## src/cpu_consts.svh

```systemverilog
`ifndef CPU_CONSTS_SVH
`define CPU_CONSTS_SVH

// Datapath width
`define XLEN 32

// Memory depths in words
`define IMEM_WORDS 64
`define DMEM_WORDS 64

// Major opcodes of the supported subset
`define OP_RTYPE  7'b0110011
`define OP_ITYPE  7'b0010011
`define OP_LOAD   7'b0000011
`define OP_STORE  7'b0100011
`define OP_BRANCH 7'b1100011

// funct3 codes
`define F3_ADD 3'b000 // Also SUB, ADDI and BEQ
`define F3_SLT 3'b010
`define F3_OR  3'b110
`define F3_AND 3'b111

`endif

```

## src/cpuPkg.sv

```systemverilog
`include "cpu_consts.svh"

package cpuPkg;

    // Data and address word
    typedef logic [`XLEN-1:0] word_t;

    // Raw instruction word
    typedef logic [31:0] inst_t;

    typedef logic [4:0] regIdx_t; // x0 to x31

    // Word index into instruction memory
    typedef logic [$clog2(`IMEM_WORDS)-1:0] imemAddr_t;

    // ALU operations
    typedef enum logic [2:0] {
        ALU_ADD,
        ALU_SUB,
        ALU_AND,
        ALU_OR,
        ALU_SLT
    } aluOp_t;

endpackage

```

## src/resultUnit.sv

```systemverilog
`timescale 1ns/100ps
`include "cpu_consts.svh"

module resultUnit (
    input  logic          CLK,
    input  logic          run,
    input  cpuPkg::word_t aluResult,
    input  cpuPkg::word_t rs2Data,
    input  logic          memWrite,
    input  logic          memToReg,
    output cpuPkg::word_t wbData
);
    import cpuPkg::*;

    localparam int IdxW = $clog2(`DMEM_WORDS);

    word_t            dmem [`DMEM_WORDS];
    logic [IdxW-1:0]  dmemIdx;
    word_t            loadData;

    // Word addressed, byte offset ignored
    assign dmemIdx = aluResult[IdxW+1:2];

    // SW
    always_ff @(posedge CLK) begin
        if (memWrite && run) begin
            dmem[dmemIdx] <= rs2Data;
        end
    end

    assign loadData = dmem[dmemIdx]; // Asynchronous read

    // Write-back source
    assign wbData = memToReg ? loadData : aluResult;

endmodule

```

## config.mk

```make
export PLATFORM = sky130hd
export DESIGN_NAME = resultUnit
export DESIGN_NICKNAME = d
export VERILOG_FILES = /design/src/cpuPkg.sv /design/src/resultUnit.sv
export VERILOG_INCLUDE_DIRS = /design/src
export SDC_FILE = /design/constraint.sdc
export NUM_CORES = 2
export LEC_CHECK = 0
export BUFFER_PORTS_ARGS = -buffer_cell sky130_fd_sc_hd__buf_2
export CORE_MARGIN = 3
export CORE_UTILIZATION = 40
export CTS_CLUSTER_DIAMETER = 60
export DETAILED_ROUTE_END_ITERATION = 8
export SLEW_MARGIN = 20
export SYNTH_ARGS = -nofsm -noshare
export SYNTH_HDL_FRONTEND = slang
export SYNTH_SLANG_ARGS = --single-unit
```

## constraint.sdc

```tcl
create_clock -name CLK -period 3.2 [get_ports CLK]
set_input_delay 0.32 -clock CLK [delete_from_list [all_inputs] [get_ports CLK]]
set_output_delay 0.32 -clock CLK [all_outputs]
set_load 0.005 [all_outputs]
```

==> results.tsv <==
metric	value	unit
LEAKAGE	30.78	nW
crit path DAT	3.14	ns
CTS Sinks	2048	
Port Buffers	99	
RSZ-0062 raised after global routing	yes	
Post-Synthesis Cells	4088	
First-pass DRT Iterations	6	
VDD IR max	0.0006436	V
core area	195200	um^2
status	complete, but fails checks	
Worst-Margin Slew	1.079	ns
fraction of registers with async set/reset	0	%
Final TNS setup	-1.151	ns
first-pass GRT wire length	374600	um
die footprint	202100	um^2
TritonCTS Buffers	194	
DR iter-0 viols	7721	
nets	4818	
number of antenna violations at the first check in global routing	11	
Fmax	0.2891	GHz
Max Cap Viol	0	
Fin Hold WS	0.06592	ns
Yosys reg bits	2048	
Synth area leader	edfxtp_1	
number of synthesized flops with an enable pin	2048	
relative slew slack	28.09	%
Post-Route WL	270300	um
CTS tree	done	
part of the cycle the worst path needs	108.1	%
Unique masters post-synth	64	
FP Rows	162	
Pwr Density	581.2	nW/um^2
predominant post-synthesis flop cell	edfxtp_1	
vias	47310	
Starting Density	40.32	%
Final Setup Violations	13	
vias in the first global route	45150	
pre-CTS setup slack	-0.4564	ns
Yosys top cell area share	78.14	%
Cell Area, Synth	78700	um^2
Die Y	449.6	um
ANT nets after route	0	
DR WL/cell	35.88	um
DP Wirelength	172000	um
startpoint types	flip-flop	
ratio of cells with drive above 1 in the final layout	31.95	%
area growth from synthesis to layout	21.86	%
kind of critical path	reg2out	
failing checks	setup timing	
maximum root-to-sink buffer count	3	
final worst slack	-0.2589	ns
post-synthesis sequential area ratio	78.14	%
Most flops, register	dmem	
largest net degree at the start of global routing	65	
syn nets	4156	
DR DRC count	0	
Worst EP required	2.88	ns
Synthesis Warnings	0	
post-synthesis average cell area	19.25	um^2
most common cell in the netlist	edfxtp_1	
Top-Level Pins	100	
Final min period	3.459	ns
pins over their slew limit	0	
Root Driver	clkbuf_16	
Regs by FF count	dmem: 2048 flops	
number of flip-flops in the largest register	2048	
crit end category	output pin	
most frequent cells after synthesis	edfxtp_1, a221oi_1, mux4_2	
gp weighted congestion	0.9111	
H-Tree Depth	4	
class of the worst hold path	in2reg	
final hold violations	0	
Worst-path clk slew	0.06	ns
die width	449.6	um
gr ovfl total	0	
Via density	6.280	
top post-synthesis cells by area	edfxtp_1, mux4_2, a221oi_1, mux2_2, mux2i_1	
GRT Overall Usage	26.40	%
maximum fanout along the worst path	1	
layout by cell type (no fill, tap or decap), drive strengths merged, types with 5 or more instances in the layout:
cell type	count
o2111ai	6
a22oi	170
o22a	9
o221ai	5
bufinv	11
nor3	12
a211oi	8
nor2	187
a41oi	8
nand4	9
o32a	12
nand2	74
a31oi	23
and3	17
a221o	29
nor2b	6
o22ai	97
o21ai	92
a221oi	237
edfxtp	2048
nand3	18
clkinv	78
a22o	26
mux2	161
o211ai	5
mux2i	167
mux4	186
o2bb2ai	12
inv	14
buf	741
nand2b	6
clkbuf	250
a21oi	101
and2	8
a222oi	8
dlygate4sd3	9
per-stage QoR:
stage	instances	total power, mW	util, %	area (um^2)
final	7533	55.75	49.13	95910
after global placement	7158	33.91	45.35	88510
after CTS	7528	55.80	48.95	95550
after detailed placement	7158	33.94	45.35	88520
after global routing	7530	57.09	49.13	95900
after floorplan	4088	31.70	-	78770
critical path, cell delays in order, from the launching register on:
cell and delay (ns):
edfxtp_1 0.41, mux2_4 0.30, a221oi_2 0.24, buf_4 0.17, o22ai_2 0.09, a22oi_2 0.18, buf_4 0.17, nand4_1 0.12
buf_6 0.17, o32a_1 0.30, buf_2 0.14
power breakdown:
group / internal, mW / switching (mW)
Clock: 12.1 / 9.94
Combinational: 1.46 / 2.58
Sequential: 29.6 / 0.0226
final timing paths:
path / start / endpoint / slack [ns] / depth (start not counted)
worst max-delay path: dmem[41][1] / wbData[1] / -0.26 / 10
worst min-delay path: rs2Data[28] / dmem[43][28] / 0.07 / 1
repair_timing:
action,in CTS,in global routing
pin swaps,54,32
cloned,1,0
hold buffers,9,0
endpoints found under the hold margin,144,0
setup buffers,15,8
endpoints found under the setup margin,31,32
gates resized for setup,158,67
cell type report:
class	instances	area, um^2
Clock buffer	250	5107
Sequential cell	2048	61500
Antenna cell	4	10.01
Multi-Input combinational cell	1750	17510
Inverter	5	28.78
Tap cell	2624	3283
Fill cell	15780	99290
Timing Repair Buffer	751	7635
Clock inverter	101	832.0
kinds of logic after synthesis:
kind of cell / synth area share [%]
DFF: 78.14
AOI/OAI and AO/OA: 8.249
muxes: 9.750
and+or+nand+nor: 2.040
buffers and inverters: 1.820
per-layer routing:
layer	routed length, um	up-vias	part of all wire, %	global-route usage [%]
li1	-	18550	-	-
met3	31300	594	12	5.553
met4	13370	8	4.9	11.75
met2	125000	3414	46	40.85
met5	61	-	0.023	0
met1	100500	24750	37	36.16
No activity file was read; power rests on OpenSTA's default activity.
