<file path="src/cpu_consts.svh">
`ifndef CPU_CONSTS_SVH
`define CPU_CONSTS_SVH

// Datapath width
`define XLEN 32

// Memory depths in words
`define IMEM_WORDS 64
`define DMEM_WORDS 64

// Major opcodes of the supported subset
`define OP_RTYPE  7'b0110011
`define OP_ITYPE  7'b0010011
`define OP_LOAD   7'b0000011
`define OP_STORE  7'b0100011
`define OP_BRANCH 7'b1100011

// funct3 codes
`define F3_ADD 3'b000 // Also SUB, ADDI and BEQ
`define F3_SLT 3'b010
`define F3_OR  3'b110
`define F3_AND 3'b111

`endif

</file>
<file path="src/cpuPkg.sv">
`include "cpu_consts.svh"

package cpuPkg;

    // Data and address word
    typedef logic [`XLEN-1:0] word_t;

    // Raw instruction word
    typedef logic [31:0] inst_t;

    typedef logic [4:0] regIdx_t; // x0 to x31

    // Word index into instruction memory
    typedef logic [$clog2(`IMEM_WORDS)-1:0] imemAddr_t;

    // ALU operations
    typedef enum logic [2:0] {
        ALU_ADD,
        ALU_SUB,
        ALU_AND,
        ALU_OR,
        ALU_SLT
    } aluOp_t;

endpackage

</file>
<file path="src/decodeUnit.sv">
`timescale 1ns/100ps
`include "cpu_consts.svh"

module decodeUnit (
    input  logic            CLK,
    input  logic            rstN,
    input  logic            run,
    input  cpuPkg::inst_t   inst,
    input  cpuPkg::word_t   wbData,
    input  cpuPkg::regIdx_t dbgReg,
    output cpuPkg::word_t   rs1Data,
    output cpuPkg::word_t   rs2Data,
    output cpuPkg::word_t   imm,
    output cpuPkg::word_t   dbgData,
    output cpuPkg::aluOp_t  aluOp,
    output logic            aluSrc,
    output logic            memWrite,
    output logic            memToReg,
    output logic            regWrite,
    output logic            branch
);
    import cpuPkg::*;

    logic [6:0] opcode;
    logic [2:0] funct3;
    logic       funct7b5;
    regIdx_t    rs1;
    regIdx_t    rs2;
    regIdx_t    rd;
    word_t      regs [32];

    assign opcode   = inst[6:0];
    assign rd       = inst[11:7];
    assign funct3   = inst[14:12];
    assign rs1      = inst[19:15];
    assign rs2      = inst[24:20];
    assign funct7b5 = inst[30]; // Selects SUB in R-type

    // Main control, anything unknown falls through as a no-op
    always_comb begin
        aluOp    = ALU_ADD;
        aluSrc   = 1'b0;
        memWrite = 1'b0;
        memToReg = 1'b0;
        regWrite = 1'b0;
        branch   = 1'b0;
        case (opcode)
            `OP_RTYPE: begin
                regWrite = 1'b1;
                case (funct3)
                    `F3_ADD: aluOp = funct7b5 ? ALU_SUB : ALU_ADD;
                    `F3_SLT: aluOp = ALU_SLT;
                    `F3_OR:  aluOp = ALU_OR;
                    `F3_AND: aluOp = ALU_AND;
                    default: regWrite = 1'b0; // Shifts and XOR unsupported
                endcase
            end
            `OP_ITYPE: begin
                aluSrc   = 1'b1;
                regWrite = (funct3 == `F3_ADD); // ADDI only
            end
            `OP_LOAD: begin
                aluSrc   = 1'b1;
                memToReg = 1'b1;
                regWrite = 1'b1;
            end
            `OP_STORE: begin
                aluSrc   = 1'b1;
                memWrite = 1'b1;
            end
            `OP_BRANCH: begin
                aluOp  = ALU_SUB; // Equal operands give zero
                branch = (funct3 == `F3_ADD); // BEQ only
            end
            default: ;
        endcase
    end

    // Immediate forms, all sign extended
    always_comb begin
        case (opcode)
            `OP_STORE:  imm = {{20{inst[31]}}, inst[31:25], inst[11:7]};
            `OP_BRANCH: imm = {{19{inst[31]}}, inst[31], inst[7], inst[30:25],
                               inst[11:8], 1'b0};
            default:    imm = {{20{inst[31]}}, inst[31:20]};
        endcase
    end

    // Register file, x0 is never written
    always_ff @(posedge CLK or negedge rstN) begin
        if (!rstN) begin
            for (int i = 0; i < 32; i++) begin
                regs[i] <= '0;
            end
        end else if (regWrite && run && rd != '0) begin
            regs[rd] <= wbData;
        end
    end

    assign rs1Data = (rs1 == '0) ? '0 : regs[rs1];
    assign rs2Data = (rs2 == '0) ? '0 : regs[rs2];
    assign dbgData = (dbgReg == '0) ? '0 : regs[dbgReg]; // Debug port

endmodule

</file>
<file path="config.mk">
export PLATFORM = sky130hd
export DESIGN_NAME = decodeUnit
export DESIGN_NICKNAME = d
export VERILOG_FILES = /design/src/cpuPkg.sv /design/src/decodeUnit.sv
export VERILOG_INCLUDE_DIRS = /design/src
export SDC_FILE = /design/constraint.sdc
export NUM_CORES = 2
export LEC_CHECK = 0
export BUFFER_PORTS_ARGS = -buffer_cell sky130_fd_sc_hd__buf_4
export CAP_MARGIN = 20
export CORE_MARGIN = 3
export CORE_UTILIZATION = 65
export CTS_BUF_LIST = sky130_fd_sc_hd__clkbuf_8 sky130_fd_sc_hd__clkbuf_16
export CTS_CLUSTER_DIAMETER = 30
export CTS_CLUSTER_SIZE = 24
export DETAILED_ROUTE_END_ITERATION = 8
export PLACE_DENSITY_LB_ADDON = 0.05
export SLEW_MARGIN = 40
export SYNTH_ARGS = -nofsm -noshare
export SYNTH_HDL_FRONTEND = slang
export SYNTH_SLANG_ARGS = --single-unit
</file>
<file path="constraint.sdc">
create_clock -name CLK -period 3.58 [get_ports CLK]
set_input_delay 0.358 -clock CLK [delete_from_list [all_inputs] [get_ports CLK]]
set_output_delay 0.358 -clock CLK [all_outputs]
set_load 0.01 [all_outputs]
</file>
==> results.sh <==
export IMPL_port_buffers=197
export IMPL_critPathRequiredTime_ns=3.22
export IMPL_final_cell_mix="dfrtp_1 (1,024), mux4_2 (702), mux2_2 (557)"
export IMPL_min_path_type="in -> reg"
export IMPL_irDropWorstVdd_v=0.0004961
export IMPL_ys_async_sr_fraction_pct=100.0
export IMPL_cts_htree_levels=4
export IMPL_setup_ws_ns=0.1577
export IMPL_crit_buf_inv=5
export IMPL_critical_path_top_delay_family="buffers and inverters"
export IMPL_vias_per_cell=7.680
export IMPL_cts_buffers=222
export IMPL_period_share_pct=95.59
export IMPL_synth_fa_ha_area_share_pct=0
export IMPL_synth_seq_area_share_pct=40.68
export IMPL_power_density_nw_per_um2=482.0
export IMPL_routedWlPerCell_microns=36.44
export IMPL_antenna_found_initial=9
export IMPL_grt_pass1_wl_mm=312.7
export IMPL_path_cells="buf_4 > buf_4 > nor2b_4 > buf_4 > a211oi_1 > buf_4 > nor3_1 > buf_4"
export IMPL_die_h_microns=317.3
export IMPL_critPathArrivalTime_ns=3.06
export IMPL_synth_simple_area_share_pct=2.689
export IMPL_ctsLongestPathBuffers=3
export IMPL_num_rows=113
export IMPL_die_area_sq_um=100700
export IMPL_worstSetupStartpointType="input port"
export IMPL_hold_violations=0
export IMPL_hold_path_depth=2
export IMPL_synth_main_ff_cell="dfrtp_1"
export IMPL_syn_avg_cell_area_sq_um=14.85
export IMPL_syn_to_final_growth_pct=18.57
export IMPL_largest_reg_flops=1024
export IMPL_cpPeakStageDelay_ns=0.58
export IMPL_ios=208
export IMPL_post_route_util_pct=78.15
export IMPL_synth_xor_area_share_pct=0
export IMPL_dr_pass1_iters=5
export IMPL_max_freq_mhz=292.2
export IMPL_post_cts_buffers=0
export IMPL_overflow=0
export IMPL_synth_edf_count=0
export IMPL_synth_compound_area_share_pct=4.360
export IMPL_ys_warn_count=0
export IMPL_drt_initial_drc_count=6041
export IMPL_synth_distinct_cells=46
export IMPL_syn_num_nets=4315
export IMPL_synth_mux_area_share_pct=48.42
export IMPL_path_depth=8
export IMPL_fin_worst_skew_ns=0
export IMPL_root_buffer="clkbuf_16"
export IMPL_clkLatencyLatePin_ns=0.80
export IMPL_critPathCaptureType="output pin"
export IMPL_nets=4453
export IMPL_via_count=44900
export IMPL_path_max_fanout=21
export IMPL_cts_clk_slew_worst_paths_ns=0.05
export IMPL_setup_worst_path_class="in -> out"
export IMPL_grt_usage_pct=43.09
export IMPL_tns_ns=0
export IMPL_synth_seq_cells=1024
export IMPL_core_sq_um=95580
export IMPL_relSlewSlack_pct=37.58
export IMPL_die_w_microns=317.3
export IMPL_fin_crit_ns=3.422
export IMPL_synth_area_sq_um=62990
export IMPL_rsz0062_at_grt="no"
export IMPL_drc=0
export IMPL_worst_pin_slew_ns=0.9364
export IMPL_maxCapViolCount=0
export IMPL_slew_viol_final=0
export IMPL_postRouteAntennaNets=0
export IMPL_setup_viol=0
export IMPL_power_leakage_nw=34.79
export IMPL_start_util_pct=65.91
export IMPL_cp_common_cell="buf_4"
export IMPL_reg_top3="regs (1024)"
export IMPL_syn_inst=4243
export IMPL_drive_above_1_share_pct=49.01
export IMPL_cts_tree="yes"
export IMPL_status="complete, no violations"
export IMPL_grt_max_degree=86
export IMPL_synth_top_family_by_area="multiplexers"
export IMPL_mostFrequentLayoutCell="dfrtp_1"
export IMPL_crit_path_top_delay_cell="nor3_1"
export IMPL_gp_congestion=0.8757
export IMPL_grt_pass1_vias=46110
export IMPL_wl_mm=213.1
export IMPL_regMostFlops="regs"
export IMPL_dp_hpwl_mm=129.6
export IMPL_pre_cts_ws_ns=0.3151
export IMPL_clock_sinks=1024
export IMPL_worstRegToRegCells=1
==> where the power goes <==
part | internal (mW) | switching, mW | leakage [nW] | total [mW]
Clock | 14.3 | 6.87 | 3.88 | 21.2
Combinational | 1.15 | 1.88 | 16.6 | 3.03
Sequential | 11.7 | 0.104 | 14.3 | 11.8
==> path summary, 6_finish.rpt <==
kind	startpoint	endpoint	slack, ns
hold reg to reg	regs[1003]$_DFFE_PN0P_	regs[1003]$_DFFE_PN0P_	0.39
min in group asynchronous	rstN	regs[830]$_DFFE_PN0P_	0.05
setup / recovery	inst[23]	rs2Data[24]	0.16
max in group asynchronous	rstN	regs[121]$_DFFE_PN0P_	2.29
setup reg to reg	regs[321]$_DFFE_PN0P_	regs[321]$_DFFE_PN0P_	2.71
hold / removal	wbData[24]	regs[888]$_DFFE_PN0P_	0.04
==> cells in the mapped netlist, drive strengths merged, types with 23 or more instances <==
library cell,count,area (sq um)
a211oi,96,720.7
a21oi,65,325.3
a22o,62,543.0
buf,218,1191
clkbuf,325,1220
dfrtp,1024,25620
mux2,1120,12840
mux2i,185,1852
mux4,702,15810
nor2,23,86.33
nor2b,53,331.6
nor3,77,385.4
o21ai,35,175.2
o221ai,62,543.0
o22ai,64,400.4
or2,36,225.2
==> stage by stage <==
| step | instance area, sq um | std cells | total power [mW] | hold WS, ns |
|---|---|---|---|---|
| 5_1_grt | 74680 | 5842 | 36.83 | 0.04274 |
| 6_report | 74690 | 5847 | 36.00 | 0.03610 |
| 4_1_cts | 74660 | 5838 | 36.03 | 0.006715 |
| 3_3_place_gp | 66630 | 5414 | 14.91 | 0.3772 |
| 3_5_place_dp | 66810 | 5420 | 14.95 | 0.2737 |
| 2_1_floorplan | 62990 | 4243 | 13.51 | 0.06241 |
==> cells by family (layout without fill, tap and decap cells) <==
kind of cell	count (synthesis)	count (layout)
other	0	9
AND/OR/NAND/NOR	275	275
multiplexers	2007	2007
AO/OA/AOI/OAI	389	389
buffers and inverters	548	878
flip-flops	1024	1024
==> layer usage <==
| layer | GRT usage [%] | vias up | routed length, microns |
|---|---|---|---|
| met4 | 25.35 | 4 | 14380 |
| met5 | 0.5803 | - | 93 |
| met2 | 64.00 | 3216 | 96530 |
| met1 | 56.69 | 23540 | 77010 |
| li1 | - | 17280 | - |
| met3 | 13.05 | 862 | 25070 |
==> area by class of cell <==
| cell class | instances | area, sq um |
|---|---|---|
| Antenna cell | 9 | 22.52 |
| Clock buffer | 256 | 6080 |
| Clock inverter | 160 | 1757 |
| Fill cell | 5538 | 20890 |
| Inverter | 5 | 18.77 |
| Multi-Input combinational cell | 2671 | 35070 |
| Sequential cell | 1024 | 25620 |
| Tap cell | 1265 | 1583 |
| Timing Repair Buffer | 457 | 4536 |
==> timing repair <==
action / 4_1_cts / 5_1_grt
setup endpoints to repair: 0 / 0
endpoints found under the hold margin: 455 / 0
hold buffers: 2 / 0
resized for setup: 0 / 0
Power figures use the tool's default switching activity.
