### src/cpu_consts.svh
`ifndef CPU_CONSTS_SVH
`define CPU_CONSTS_SVH

// Datapath width
`define XLEN 32

// Memory depths in words
`define IMEM_WORDS 64
`define DMEM_WORDS 64

// Major opcodes of the supported subset
`define OP_RTYPE  7'b0110011
`define OP_ITYPE  7'b0010011
`define OP_LOAD   7'b0000011
`define OP_STORE  7'b0100011
`define OP_BRANCH 7'b1100011

// funct3 codes
`define F3_ADD 3'b000 // Also SUB, ADDI and BEQ
`define F3_SLT 3'b010
`define F3_OR  3'b110
`define F3_AND 3'b111

`endif

### src/cpuPkg.sv
`include "cpu_consts.svh"

package cpuPkg;

    // Data and address word
    typedef logic [`XLEN-1:0] word_t;

    // Raw instruction word
    typedef logic [31:0] inst_t;

    typedef logic [4:0] regIdx_t; // x0 to x31

    // Word index into instruction memory
    typedef logic [$clog2(`IMEM_WORDS)-1:0] imemAddr_t;

    // ALU operations
    typedef enum logic [2:0] {
        ALU_ADD,
        ALU_SUB,
        ALU_AND,
        ALU_OR,
        ALU_SLT
    } aluOp_t;

endpackage

### src/fetchUnit.sv
`timescale 1ns/100ps
`include "cpu_consts.svh"

module fetchUnit (
    input  logic              CLK,
    input  logic              rstN,
    input  logic              run,
    input  logic              imemWe,
    input  cpuPkg::imemAddr_t imemAddr,
    input  cpuPkg::inst_t     imemData,
    input  logic              branch,
    input  logic              zero,
    input  cpuPkg::word_t     branchTarget,
    output cpuPkg::word_t     pc,
    output cpuPkg::inst_t     inst
);
    import cpuPkg::*;

    inst_t     imem [`IMEM_WORDS];
    imemAddr_t pcIdx;
    word_t     pcPlus4;
    word_t     pcNext;

    // Program load port
    always_ff @(posedge CLK) begin
        if (imemWe) begin
            imem[imemAddr] <= imemData;
        end
    end

    assign pcIdx = pc[$bits(imemAddr_t)+1:2]; // Word index, low bits dropped
    assign inst  = imem[pcIdx];

    assign pcPlus4 = pc + word_t'(4);
    assign pcNext  = (branch && zero) ? branchTarget : pcPlus4; // Taken BEQ

    // Held at zero until run goes high
    always_ff @(posedge CLK or negedge rstN) begin
        if (!rstN) begin
            pc <= '0;
        end else if (!run) begin
            pc <= '0;
        end else begin
            pc <= pcNext;
        end
    end

endmodule

### config.mk
export PLATFORM = sky130hd
export DESIGN_NAME = fetchUnit
export DESIGN_NICKNAME = d
export VERILOG_FILES = /design/src/cpuPkg.sv /design/src/fetchUnit.sv
export VERILOG_INCLUDE_DIRS = /design/src
export SDC_FILE = /design/constraint.sdc
export NUM_CORES = 2
export LEC_CHECK = 0
export BUFFER_PORTS_ARGS = -buffer_cell sky130_fd_sc_hd__buf_2
export CORE_MARGIN = 8
export CORE_UTILIZATION = 59
export CTS_BUF_LIST = sky130_fd_sc_hd__clkbuf_8
export CTS_CLUSTER_SIZE = 25
export DETAILED_ROUTE_END_ITERATION = 8
export HOLD_SLACK_MARGIN = 0.02
export PLACE_DENSITY = 0.86
export SLEW_MARGIN = 10
export SYNTH_ARGS = -nofsm -noshare
export SYNTH_HDL_FRONTEND = slang
export SYNTH_SLANG_ARGS = --single-unit
### constraint.sdc
create_clock -name CLK -period 2.7 [get_ports CLK]
set_input_delay 0.81 -clock CLK [delete_from_list [all_inputs] [get_ports CLK]]
set_output_delay 0.81 -clock CLK [all_outputs]
set_load 0.01 [all_outputs]
==> metrics.txt <==
# TYPE chip_impl_metric gauge
chip_impl_metric{name="max_cap_violations",unit=""} 0
chip_impl_metric{name="clock-sinks",unit=""} 2080
chip_impl_info{name="cp-start-kind",value="flop"} 1
chip_impl_metric{name="clock_insertion_delay_worst_skew",unit="ps"} 990
chip_impl_metric{name="post_route_cells_drive_above_1_share",unit="%"} 40.71
chip_impl_info{name="status",value="finished, violations left"} 1
chip_impl_metric{name="die_y",unit="um"} 384.3
chip_impl_metric{name="core_area",unit="um2"} 135100
chip_impl_metric{name="totalNegativeSetupSlack",unit="ps"} -56300
chip_impl_info{name="clock_tree.root_cell",value="clkbuf_8"} 1
chip_impl_metric{name="grtUsageTotal",unit="%"} 30.98
chip_impl_metric{name="route.final.wire_length",unit="um"} 234700
chip_impl_metric{name="via_count_of_the_first_global_routing_pass",unit=""} 45051
chip_impl_metric{name="synthCells",unit=""} 3422
chip_impl_info{name="yosys-top-cells-area",value="edfxtp_1, mux4_2, mux2i_1, dfrtp_1, nor2_1"} 1
chip_impl_metric{name="min_period_over_period",unit="%"} 168.4
chip_impl_info{name="synth_top_family_by_area",value="multiplexers"} 1
chip_impl_metric{name="finalSetupViolCount",unit=""} 35
chip_impl_metric{name="area.growth.synth_to_final",unit="%"} 19.06
chip_impl_metric{name="synth_warnings",unit=""} 0
chip_impl_metric{name="detail_route.wl_per_cell",unit="um"} 37.67
chip_impl_info{name="postSynth.topFlopCell",value="edfxtp_1"} 1
chip_impl_metric{name="critical_path_maximum_fanout",unit=""} 8
chip_impl_metric{name="globalRoute.totalOverflow",unit=""} 0
chip_impl_metric{name="synth.mux.area_fraction",unit="%"} 17.66
chip_impl_metric{name="timing.final.ws_setup",unit="ps"} -1846
chip_impl_metric{name="synth_sequential_area_ratio",unit="%"} 77.84
chip_impl_info{name="failing_checks",value="negative setup slack"} 1
chip_impl_metric{name="synth_edf_count",unit=""} 2048
chip_impl_metric{name="synth_top_area_share",unit="%"} 76.84
chip_impl_metric{name="postPlaceCellArea",unit="um2"} 87370
chip_impl_metric{name="basic_gate_share_of_the_synthesized_area_counting_and_or_nand_and_nor_cells",unit="%"} 1.420
chip_impl_metric{name="crit_arrival",unit="ps"} 3740
chip_impl_metric{name="timing.final.hold_violations",unit=""} 0
chip_impl_metric{name="clockBufferDepth",unit=""} 4
chip_impl_metric{name="synth_nets",unit=""} 3499
chip_impl_metric{name="synth_area_in_compound_gates",unit="%"} 1.487
chip_impl_metric{name="drt_pre_antenna_iters",unit=""} 6
chip_impl_metric{name="detailedRoute.firstIterationViolations",unit=""} 7382
chip_impl_metric{name="maximum_number_of_pins_on_one_net_before_global_route_repair",unit=""} 65
chip_impl_metric{name="pin_count",unit=""} 140
chip_impl_metric{name="worst_clock_skew",unit="ps"} 31.37
chip_impl_metric{name="synthArstFlopShare",unit="%"} 1.538
chip_impl_metric{name="floorplan.die_area",unit="um2"} 147700
chip_impl_metric{name="routed-via-count",unit=""} 43661
chip_impl_metric{name="drv_slew",unit=""} 0
chip_impl_info{name="hold_path_class",value="in2reg"} 1
chip_impl_metric{name="power_density",unit="nW/um2"} 697.8
chip_impl_metric{name="peakVddDrop",unit="uV"} 606.9
chip_impl_metric{name="start_util",unit="%"} 59.23
chip_impl_metric{name="drt_drc_violations_left",unit=""} 0
chip_impl_metric{name="path_clk_slew",unit="ps"} 70
chip_impl_info{name="grt_setup_unrepaired",value="yes"} 1
chip_impl_info{name="synth_top_cell_by_area",value="edfxtp_1"} 1
chip_impl_metric{name="post_synth.cell_area_avg",unit="um2"} 23.39
chip_impl_metric{name="first_pass_grt_wire_length",unit="um"} 321600
chip_impl_metric{name="finalPower",unit="W"} 0.06649
chip_impl_metric{name="final_area",unit="um2"} 95290
chip_impl_metric{name="avgViaCountPerCell",unit=""} 7.007
chip_impl_metric{name="worst_pin_slew",unit="ps"} 1075
chip_impl_metric{name="cts-buffers-inserted",unit=""} 317
chip_impl_metric{name="post-route-util",unit="%"} 70.52
chip_impl_info{name="cts_tree",value="done"} 1
chip_impl_info{name="critPathCaptureType",value="output pin"} 1
chip_impl_metric{name="synthDistinctLibCells",unit=""} 50
chip_impl_metric{name="initial_antenna_violation_count",unit=""} 12
chip_impl_metric{name="fmax",unit="MHz"} 220.0
chip_impl_metric{name="leakagePower",unit="nW"} 30.55
chip_impl_metric{name="synth.cell_area",unit="um2"} 80030
chip_impl_info{name="criticalPathCategory",value="reg2out"} 1
chip_impl_metric{name="dp_hpwl",unit="um"} 125900
chip_impl_metric{name="postRouteAntennaNets",unit=""} 0
chip_impl_metric{name="synth-adder-area-share",unit="%"} 0.01563
chip_impl_metric{name="row_count",unit=""} 135
chip_impl_metric{name="post_synth_xor_area_fraction",unit="%"} 0.2626
chip_impl_metric{name="gp_routability_congestion",unit=""} 0.8646
chip_impl_metric{name="final.min_clock_period",unit="ps"} 4546
chip_impl_metric{name="die_x",unit="um"} 384.3
chip_impl_metric{name="num-nets-final",unit=""} 4299
chip_impl_metric{name="synth_seq_cells",unit=""} 2080
chip_impl_metric{name="relSlewSlack",unit="%"} 28.31
chip_impl_metric{name="data_required_time_of_the_critical_path",unit="ps"} 1890
chip_impl_metric{name="port_buffers",unit=""} 139
chip_impl_metric{name="h_tree_depth",unit=""} 5
[timing repair]
item,4_1_cts,5_1_grt
hold buffers,3,0
cloned,9,3
setup buffers,46,42
endpoints found under the hold margin,34,0
pin swaps,29,19
setup endpoints to repair,37,36
resized for setup,232,85
[layout make-up]
cell class / instances / area [um2]
flip-flops and latches: 2080 / 62320
multi-input cells: 1150 / 17990
clock inverters: 212 / 933.4
diodes: 11 / 27.53
repair buffers: 668 / 7312
well taps: 1781 / 2228
fillers: 6975 / 39840
inverters: 5 / 18.77
clock buffers: 324 / 4459
[power by group]
part	internal, W	switching (W)	total [W]	leakage, nW
Sequential	0.0357	0.000141	0.0359	18.8
Combinational	0.00327	0.00374	0.00701	8.56
Clock	0.0114	0.0123	0.0236	3.15
Total	0.0504	0.0161	0.0665	30.5
[critical path, cell delays in order (launching register included)]
cell       delay (ps)
dfrtp_4           530
buf_12            160
buf_16            160
buf_16            170
buf_12            150
buf_8             130
mux4_2            350
mux2i_1           100
o2111ai_2         360
o21ai_4           180
a21oi_4           290
buf_6             150
[layout by cell type (no fill, tap or decap), drive strengths merged, types with 19 or more instances in the layout]
| cell type | count |
|---|---|
| a21oi | 58 |
| a22oi | 31 |
| buf | 661 |
| clkbuf | 327 |
| clkinv | 98 |
| dfrtp | 32 |
| edfxtp | 2048 |
| inv | 111 |
| mux2i | 113 |
| mux4 | 570 |
| nand2 | 40 |
| nand3 | 20 |
| nor2 | 98 |
| nor2b | 19 |
| o21ai | 34 |
| o22ai | 22 |
[path summary, 6_finish.rpt]
check / start / end / slack (ps) / depth (start not counted)
worst max register to register: pc[2]$_DFF_PN0_ / pc[30]$_DFF_PN0_ / 140 / 9
min in group asynchronous: rstN / pc[3]$_DFF_PN0_ / 480 / 2
worst min-delay path: branchTarget[21] / pc[21]$_DFF_PN0_ / 120 / 3
worst min register to register: pc[1]$_DFFE_PN0P_ / pc[1]$_DFFE_PN0P_ / 520 / 2
max in group asynchronous: rstN / pc[5]$_DFF_PN0_ / 1550 / 2
worst max-delay path: pc[2]$_DFF_PN0_ / inst[14] / -1850 / 11
[per-stage QoR]
| stage | hold slack, ps | setup slack (ps) | instances |
|---|---|---|---|
| after floorplan | 514.4 | -508.0 | 3422 |
| after global placement | 512.2 | -1097 | 5590 |
| after detailed placement | 512.2 | -1185 | 5590 |
| after CTS | 59.08 | -1809 | 6183 |
| after global routing | 88.23 | -1934 | 6225 |
| final | 117.2 | -1846 | 6231 |
[Yosys cell counts (all sizes together), types with 6 or more instances]
| library cell | n |
|---|---|
| a211oi | 15 |
| a21oi | 58 |
| a221oi | 11 |
| a22oi | 31 |
| buf | 130 |
| clkbuf | 57 |
| dfrtp | 32 |
| edfxtp | 2048 |
| mux2 | 15 |
| mux2i | 113 |
| mux4 | 570 |
| nand2 | 40 |
| nand2b | 9 |
| nand3 | 20 |
| nand4 | 7 |
| nor2 | 98 |
| nor2b | 19 |
| nor3 | 9 |
| nor4 | 7 |
| o2111ai | 6 |
| o21ai | 34 |
| o22ai | 22 |
| or3 | 6 |
| xnor2 | 18 |
| xor2 | 6 |
[metal layers]
layer / share of wire (%) / track usage (%)
met5: 0.017 / 0
met4: 7.2 / 18.16
met3: 13 / 8.049
met2: 49 / 50.84
met1: 30 / 37.47
[registers in the layout, summed over array words and instances, names as in the netlist]
signal  cells
pc         32
imem     2048
[kinds of logic after synthesis]
family	after synthesis
compound gates	189
xor+xnor	24
fa+ha+maj	1
buf+inv	192
flops	2080
mux	698
simple gates	238
Note: power is estimated with default switching activity, not from simulation.
