==> src/cpu_consts.svh <==
`ifndef CPU_CONSTS_SVH
`define CPU_CONSTS_SVH

// Datapath width
`define XLEN 32

// Memory depths in words
`define IMEM_WORDS 64
`define DMEM_WORDS 64

// Major opcodes of the supported subset
`define OP_RTYPE  7'b0110011
`define OP_ITYPE  7'b0010011
`define OP_LOAD   7'b0000011
`define OP_STORE  7'b0100011
`define OP_BRANCH 7'b1100011

// funct3 codes
`define F3_ADD 3'b000 // Also SUB, ADDI and BEQ
`define F3_SLT 3'b010
`define F3_OR  3'b110
`define F3_AND 3'b111

`endif

==> src/cpuPkg.sv <==
`include "cpu_consts.svh"

package cpuPkg;

    // Data and address word
    typedef logic [`XLEN-1:0] word_t;

    // Raw instruction word
    typedef logic [31:0] inst_t;

    typedef logic [4:0] regIdx_t; // x0 to x31

    // Word index into instruction memory
    typedef logic [$clog2(`IMEM_WORDS)-1:0] imemAddr_t;

    // ALU operations
    typedef enum logic [2:0] {
        ALU_ADD,
        ALU_SUB,
        ALU_AND,
        ALU_OR,
        ALU_SLT
    } aluOp_t;

endpackage

==> src/executeUnit.sv <==
`timescale 1ns/100ps

module executeUnit (
    input  cpuPkg::word_t  rs1Data,
    input  cpuPkg::word_t  rs2Data,
    input  cpuPkg::word_t  imm,
    input  cpuPkg::word_t  pc,
    input  cpuPkg::aluOp_t aluOp,
    input  logic           aluSrc,
    output cpuPkg::word_t  aluResult,
    output cpuPkg::word_t  branchTarget,
    output logic           zero
);
    import cpuPkg::*;

    word_t operandB;

    // Immediate for ADDI, LW and SW
    assign operandB = aluSrc ? imm : rs2Data;

    always_comb begin
        case (aluOp)
            ALU_ADD: aluResult = rs1Data + operandB;
            ALU_SUB: aluResult = rs1Data - operandB;
            ALU_AND: aluResult = rs1Data & operandB;
            ALU_OR:  aluResult = rs1Data | operandB;
            ALU_SLT: begin
                // Signed compare, result in bit 0
                aluResult = word_t'($signed(rs1Data) < $signed(operandB));
            end
            default: aluResult = '0;
        endcase
    end

    assign zero = (aluResult == '0);

    // Immediate already carries the shift by one
    assign branchTarget = pc + imm;

endmodule

==> config.mk <==
export PLATFORM = sky130hd
export DESIGN_NAME = executeUnit
export DESIGN_NICKNAME = d
export VERILOG_FILES = /design/src/cpuPkg.sv /design/src/executeUnit.sv
export VERILOG_INCLUDE_DIRS = /design/src
export SDC_FILE = /design/constraint.sdc
export NUM_CORES = 1
export LEC_CHECK = 0
export BUFFER_PORTS_ARGS = -buffer_cell sky130_fd_sc_hd__buf_2
export CORE_MARGIN = 3
export CORE_UTILIZATION = 40
export DETAILED_ROUTE_END_ITERATION = 16
export SLEW_MARGIN = 0
export SYNTH_ARGS = -nofsm -noshare
export SYNTH_HDL_FRONTEND = slang
export SYNTH_SLANG_ARGS = --single-unit
==> constraint.sdc <==
create_clock -name vclk -period 6.6
set_clock_uncertainty 0.15 [all_clocks]
set_input_delay 0.66 -clock vclk [all_inputs]
set_output_delay 0.66 -clock vclk [all_outputs]
set_load 0.005 [all_outputs]
==> results.sh, run 1 <==
export IMPL_nNetsFinal=1445
export IMPL_first_pass_iters=5
export IMPL_grt_usage=0.2427
export IMPL_max_stage_delay_ns=0.53
export IMPL_power_uw=867.1
export IMPL_worstSetupPathType="primary input to output pin"
export IMPL_intPower_uw=367.1
export IMPL_cpMostUsedCell="or4_1"
export IMPL_ant_nets=0
export IMPL_drive_gt1_frac=0.2185
export IMPL_slew_violations=0
export IMPL_hold_end="branchTarget[0]"
export IMPL_overflow=0
export IMPL_grt_pass1_wl_um=37640
export IMPL_crit_required_ns=5.79
export IMPL_tightestPinTransition_ns=1.075
export IMPL_syn_inst=1001
export IMPL_power_frac_comb=1.000
export IMPL_grt_pass1_vias=7499
export IMPL_avgViaCountPerCell=5.640
export IMPL_drc=0
export IMPL_synth_top_cell_by_area="ha_1"
export IMPL_ys_top_cells_by_area="ha_1 23%, a21oi_1 6.5%, mux2i_1 5.9%"
export IMPL_slew_headroom=0.2806
export IMPL_gp_congestion=0.9997
export IMPL_netlist_area_leader_share=0.2324
export IMPL_hold_viol=0
export IMPL_yosysSeqAreaShare=0
export IMPL_syn_num_nets=1263
export IMPL_initial_core_util=0.4108
export IMPL_peakVddDrop_v=0.00004764
export IMPL_period_share=0.9594
export IMPL_clock_fmax_mhz=157.9
export IMPL_die_w_um=136.7
export IMPL_areaGrowthSynthToFinish_pct=19.07
export IMPL_post_cts_setup_buffers=0
export IMPL_leakagePower_nw=4.173
export IMPL_placement_io_buffers=197
export IMPL_wl_per_cell_um=17.06
export IMPL_end_kind="output pin"
export IMPL_p_per_area_nw_per_um2=106.5
export IMPL_die_y_um=136.7
export IMPL_cp_arrival_ns=5.52
export IMPL_finalSetupTns_ns=0
export IMPL_status="complete, no violations"
export IMPL_hp_class="primary input to output pin"
export IMPL_rsz0062_at_grt="false"
export IMPL_core_um2=16640
export IMPL_dieArea_um2=18700
export IMPL_crit_fanout=13
export IMPL_utilization=0.4891
export IMPL_avgSynthCellArea_um2=6.830
export IMPL_instances_no_fill=1401
export IMPL_rows=47
export IMPL_hold_start="pc[0]"
export IMPL_io_pins=197
export IMPL_power_frac_seq=0
export IMPL_grt_max_degree=63
export IMPL_power_switching_uw=500.0
export IMPL_fin_ws_ns=0.2677
export IMPL_maxCapViolCount=0
export IMPL_seq_area_um2=0
export IMPL_slowest_stage="or4_1"
export IMPL_path_delay_family="simple AND/OR/NAND/NOR gates"
export IMPL_syn_cell_area_um2=6837
export IMPL_numSequentialCells=0
export IMPL_power_frac_clock=0
export IMPL_min_path_cells=3
export IMPL_drt_initial_drc_count=560
export IMPL_dp_hpwl_um=20210
export IMPL_yosys_warnings=0
export IMPL_start_kind="primary input"
export IMPL_postCtsHoldBufs=0
export IMPL_crit_buf_inv=3
export IMPL_setup_violations=0
export IMPL_vias=7902
export IMPL_nClkBuffers=0
export IMPL_pre_cts_ws_ns=0.09351
export IMPL_antenna_found_initial=0
export IMPL_p_sw_frac=0.5767
export IMPL_routed_wl_um=23900
export IMPL_dpl_cell_count=1401
export IMPL_num_antenna_cells=0
export IMPL_period_minus_slack_ns=6.332
export IMPL_critical_path_cell_chain="clkbuf_4 > buf_4 > mux2i_1 > ha_1 > a21o_1 > a31oi_1 > a21oi_1 > o31a_1 > mux2i_1 > xnor2_1 > o22ai_1 > or3_1 > or4_1 > or4_1 > or4_1 > nor4b_2 > buf_2"
export IMPL_synth_cell_type_count=83
metrics by stage:
step	hold slack (ns)	cell area, µm²
6_report	1.449	8140
5_1_grt	1.479	8140
4_1_cts	1.453	8124
3_5_place_dp	1.450	8124
3_3_place_gp	1.449	8124
2_1_floorplan	1.279	6837
layer usage:
metal	routed length, µm	vias up	GRT usage
li1	-	3974	-
met1	11020	3611	0.3378
met2	10830	287	0.4080
met3	1526	30	0.01912
met4	533	0	0.05375
met5	0	-	0
layout make-up:
class	count	area (µm²)
Fill cell	1775	8502
Inverter	108	405.4
Multi-Input combinational cell	847	6241
Tap cell	220	275.3
Timing Repair Buffer	226	1219
Yosys cell counts, types with 17 or more instances:
master / count
clkbuf_1: 20
xnor2_1: 42
a21o_1: 23
mux2i_1: 40
o21bai_1: 17
nand2b_1: 25
nand2_1: 66
o21ai_0: 60
a21oi_1: 89
inv_1: 103
nor2b_1: 17
ha_1: 127
nand3_1: 20
nor2_1: 83
power by group through the flow:
stage          combinational [mW]  clock, mW  sequential (mW)
6_report                    0.867          0                0
3_3_place_gp                0.858          0                0
5_1_grt                     0.959          0                0
4_1_cts                     0.860          0                0
2_1_floorplan               0.568          0                0
3_5_place_dp                0.856          0                0
repair_timing:
| action | 4_1_cts | 5_1_grt |
|---|---|---|
| hold endpoints to repair | 0 | 0 |
| endpoints found under the setup margin | 0 | 1 |
| gates resized for setup | 0 | 4 |
tightest hold or removal path, stage by stage:
cell and delay [ns]:
buf_2 0.08, ha_1 0.10, buf_2 0.10
layout by cell type, fill, tap and decap left out, types with 25 or more instances in the layout:
master,Yosys,routed
buf_2,16,196
ha_1,127,127
mux2i_1,40,39
nor2_1,83,83
buf_4,1,28
a21oi_1,89,88
nand2_1,66,66
nand2b_1,25,25
inv_1,103,103
xnor2_1,42,42
o21ai_0,60,60
kinds of logic after synthesis:
kind of cell    count (synthesis)  share of synthesized area
compound gates                330                     0.3239
fa+ha+maj                     130                     0.2412
xor+xnor                       53                    0.06790
mux                            41                    0.06186
buf+inv                       154                    0.08913
simple gates                  293                     0.2160
worst max-delay path by stage:
| stage | from | end | slack, ns | cells past startpoint |
|---|---|---|---|---|
| finish | aluSrc | zero | 0.27 | 17 |
| global route | aluSrc | zero | 0.03 | 18 |
| CTS | aluSrc | zero | 0.1 | 17 |
| detailed placement | aluSrc | zero | 0.09 | 17 |
| global placement | aluSrc | zero | 0.17 | 15 |
| floorplan | aluSrc | zero | 0.51 | 17 |
Note: power is estimated with default switching activity, not from simulation.
==> run 2, diff against run 1 <==
--- a/config.mk
+++ b/config.mk
@@ -6,6 +6,7 @@
 export SDC_FILE = /design/constraint.sdc
 export NUM_CORES = 1
 export LEC_CHECK = 0
+export ABC_AREA = 1
 export BUFFER_PORTS_ARGS = -buffer_cell sky130_fd_sc_hd__buf_2
 export CORE_MARGIN = 3
 export CORE_UTILIZATION = 40
==> results.sh, run 2 <==
export IMPL_status="complete, no violations"
export IMPL_avgViaCountPerCell=4.985
export IMPL_placed_cell_area_um2=10090
export IMPL_path_delay_family="simple AND/OR/NAND/NOR gates"
export IMPL_leakagePower_nw=6.269
export IMPL_areaGrowthSynthToFinish_pct=11.03
export IMPL_core_um2=22090
export IMPL_critical_path_cell_chain="buf_2 > buf_4 > o21ai_0 > ha_1 > nand2_2 > nor2_2 > nand2_1 > inv_1 > nand4_1 > nand3_1 > nand2_1 > nand3_1 > nand3_1 > nor2_1 > nand2_1 > nor2_1 > nand2_1 > nor2_1 > buf_2"
export IMPL_synth_cell_type_count=49
export IMPL_grt_pass1_vias=9858
export IMPL_postCtsHoldBufs=0
export IMPL_hold_viol=0
export IMPL_maxCapViolCount=0
export IMPL_antenna_found_initial=3
export IMPL_avgSynthCellArea_um2=5.375
export IMPL_grt_pass1_wl_um=52270
export IMPL_multi_input_area_um2=7306
export IMPL_slowest_stage="ha_1"
export IMPL_max_stage_delay_ns=0.65
export IMPL_nClkBuffers=0
export IMPL_seq_area_um2=0
export IMPL_period_minus_slack_ns=5.182
export IMPL_wl_per_cell_um=16.13
export IMPL_routed_wl_um=34260
export IMPL_num_antenna_cells=0
export IMPL_crit_fanout=52
export IMPL_peakVddDrop_v=0.00004180
export IMPL_ant_nets=0
export IMPL_yosys_warnings=0
export IMPL_overflow=0
export IMPL_cp_arrival_ns=4.37
export IMPL_hp_class="primary input to output pin"
export IMPL_n_fill_cell=2542
export IMPL_ys_top_cells_by_area="nand2_1 21%, ha_1 17%, inv_1 14%"
export IMPL_finalSetupTns_ns=0
export IMPL_rsz0062_at_grt="false"
export IMPL_syn_inst=1690
export IMPL_grt_usage=0.2674
export IMPL_first_pass_iters=7
export IMPL_vias=10588
export IMPL_rows=54
export IMPL_io_pins=197
export IMPL_tightestPinTransition_ns=0.8082
export IMPL_clock_fmax_mhz=193.0
export IMPL_crit_buf_inv=4
export IMPL_crit_required_ns=5.79
export IMPL_synth_top_cell_by_area="nand2_1"
export IMPL_numSequentialCells=0
export IMPL_netlist_area_leader_share=0.2066
export IMPL_drt_initial_drc_count=679
export IMPL_grt_max_degree=53
export IMPL_slew_headroom=0.4579
export IMPL_final_cell_area_um2=10090
export IMPL_synth_commonest_cells="500 x nand2_1, 346 x inv_1, 127 x ha_1, 115 x nand3_1, 109 x nor2_1"
export IMPL_yosysSeqAreaShare=0
export IMPL_cpMostUsedCell="nand2_1"
export IMPL_gp_congestion=0.9749
export IMPL_drc=0
export IMPL_syn_cell_area_um2=9084
export IMPL_die_w_um=156.7
export IMPL_placement_io_buffers=197
export IMPL_worstSetupPathType="primary input to output pin"
export IMPL_nNetsFinal=2108
export IMPL_period_share=0.7851
export IMPL_postCtsResizedCells=0
export IMPL_post_cts_setup_buffers=0
export IMPL_dp_hpwl_um=30220
export IMPL_dieArea_um2=24550
export IMPL_synth_most_common_cell="nand2_1"
export IMPL_syn_num_nets=1952
export IMPL_start_kind="primary input"
export IMPL_initial_core_util=0.4111
export IMPL_die_y_um=156.7
export IMPL_setup_violations=0
export IMPL_drive_gt1_frac=0.1958
export IMPL_mostFrequentLayoutCells="500 x nand2_1, 346 x inv_1, 197 x buf_2"
export IMPL_layout_commonest_cell="nand2_1"
export IMPL_end_kind="output pin"
export IMPL_p_per_area_nw_per_um2=102.8
export IMPL_slew_violations=0
run 2: kinds of logic (layout without fill, tap and decap cells):
| logic type | count (synthesis) | count (layout) | share of synthesized area |
|---|---|---|---|
| adder cells (fa/ha/maj) | 130 | 130 | 0.1815 |
| buffers and inverters | 424 | 578 | 0.1963 |
| AO/OA/AOI/OAI | 219 | 219 | 0.1376 |
| XOR/XNOR | 35 | 35 | 0.03375 |
| AND/OR/NAND/NOR | 882 | 882 | 0.4508 |
run 2: where the power goes:
part | switching [mW] | internal, mW | total, mW
registers | 0 | 0 | 0
logic | 0.687 | 0.350 | 1.04
clock network | 0 | 0 | 0
total | 0.687 | 0.350 | 1.04
run 2: cell type report:
cell class,count,share of cell area
well taps,280,0.03474
repair buffers,200,0.09999
multi-input cells,1266,0.7244
inverters,378,0.1409
run 2: stage by stage:
stage,setup WS (ns),hold slack [ns],power (mW),instances,utilization
floorplan,2.572,1.279,0.7209,1690,-
global placement,1.436,1.448,1.018,2124,0.4565
detailed placement,1.415,1.450,1.018,2124,0.4565
CTS,1.408,1.450,1.024,2124,0.4565
global route,0.9829,1.483,1.147,2124,0.4565
finish,1.418,1.446,1.037,2124,0.4565
run 2: worst paths after layout:
kind | from | to | cells past startpoint
worst max-delay path | aluSrc | zero | 19
worst min-delay path | pc[0] | branchTarget[0] | 3
run 2: metal layers:
layer | vias up | routed length (µm) | global-route usage
met4 | 6 | 395 | 0.02668
met2 | 381 | 14910 | 0.4330
met1 | 4664 | 16190 | 0.3963
met3 | 26 | 2736 | 0.02600
met5 | - | 28 | 0
li1 | 5511 | - | -
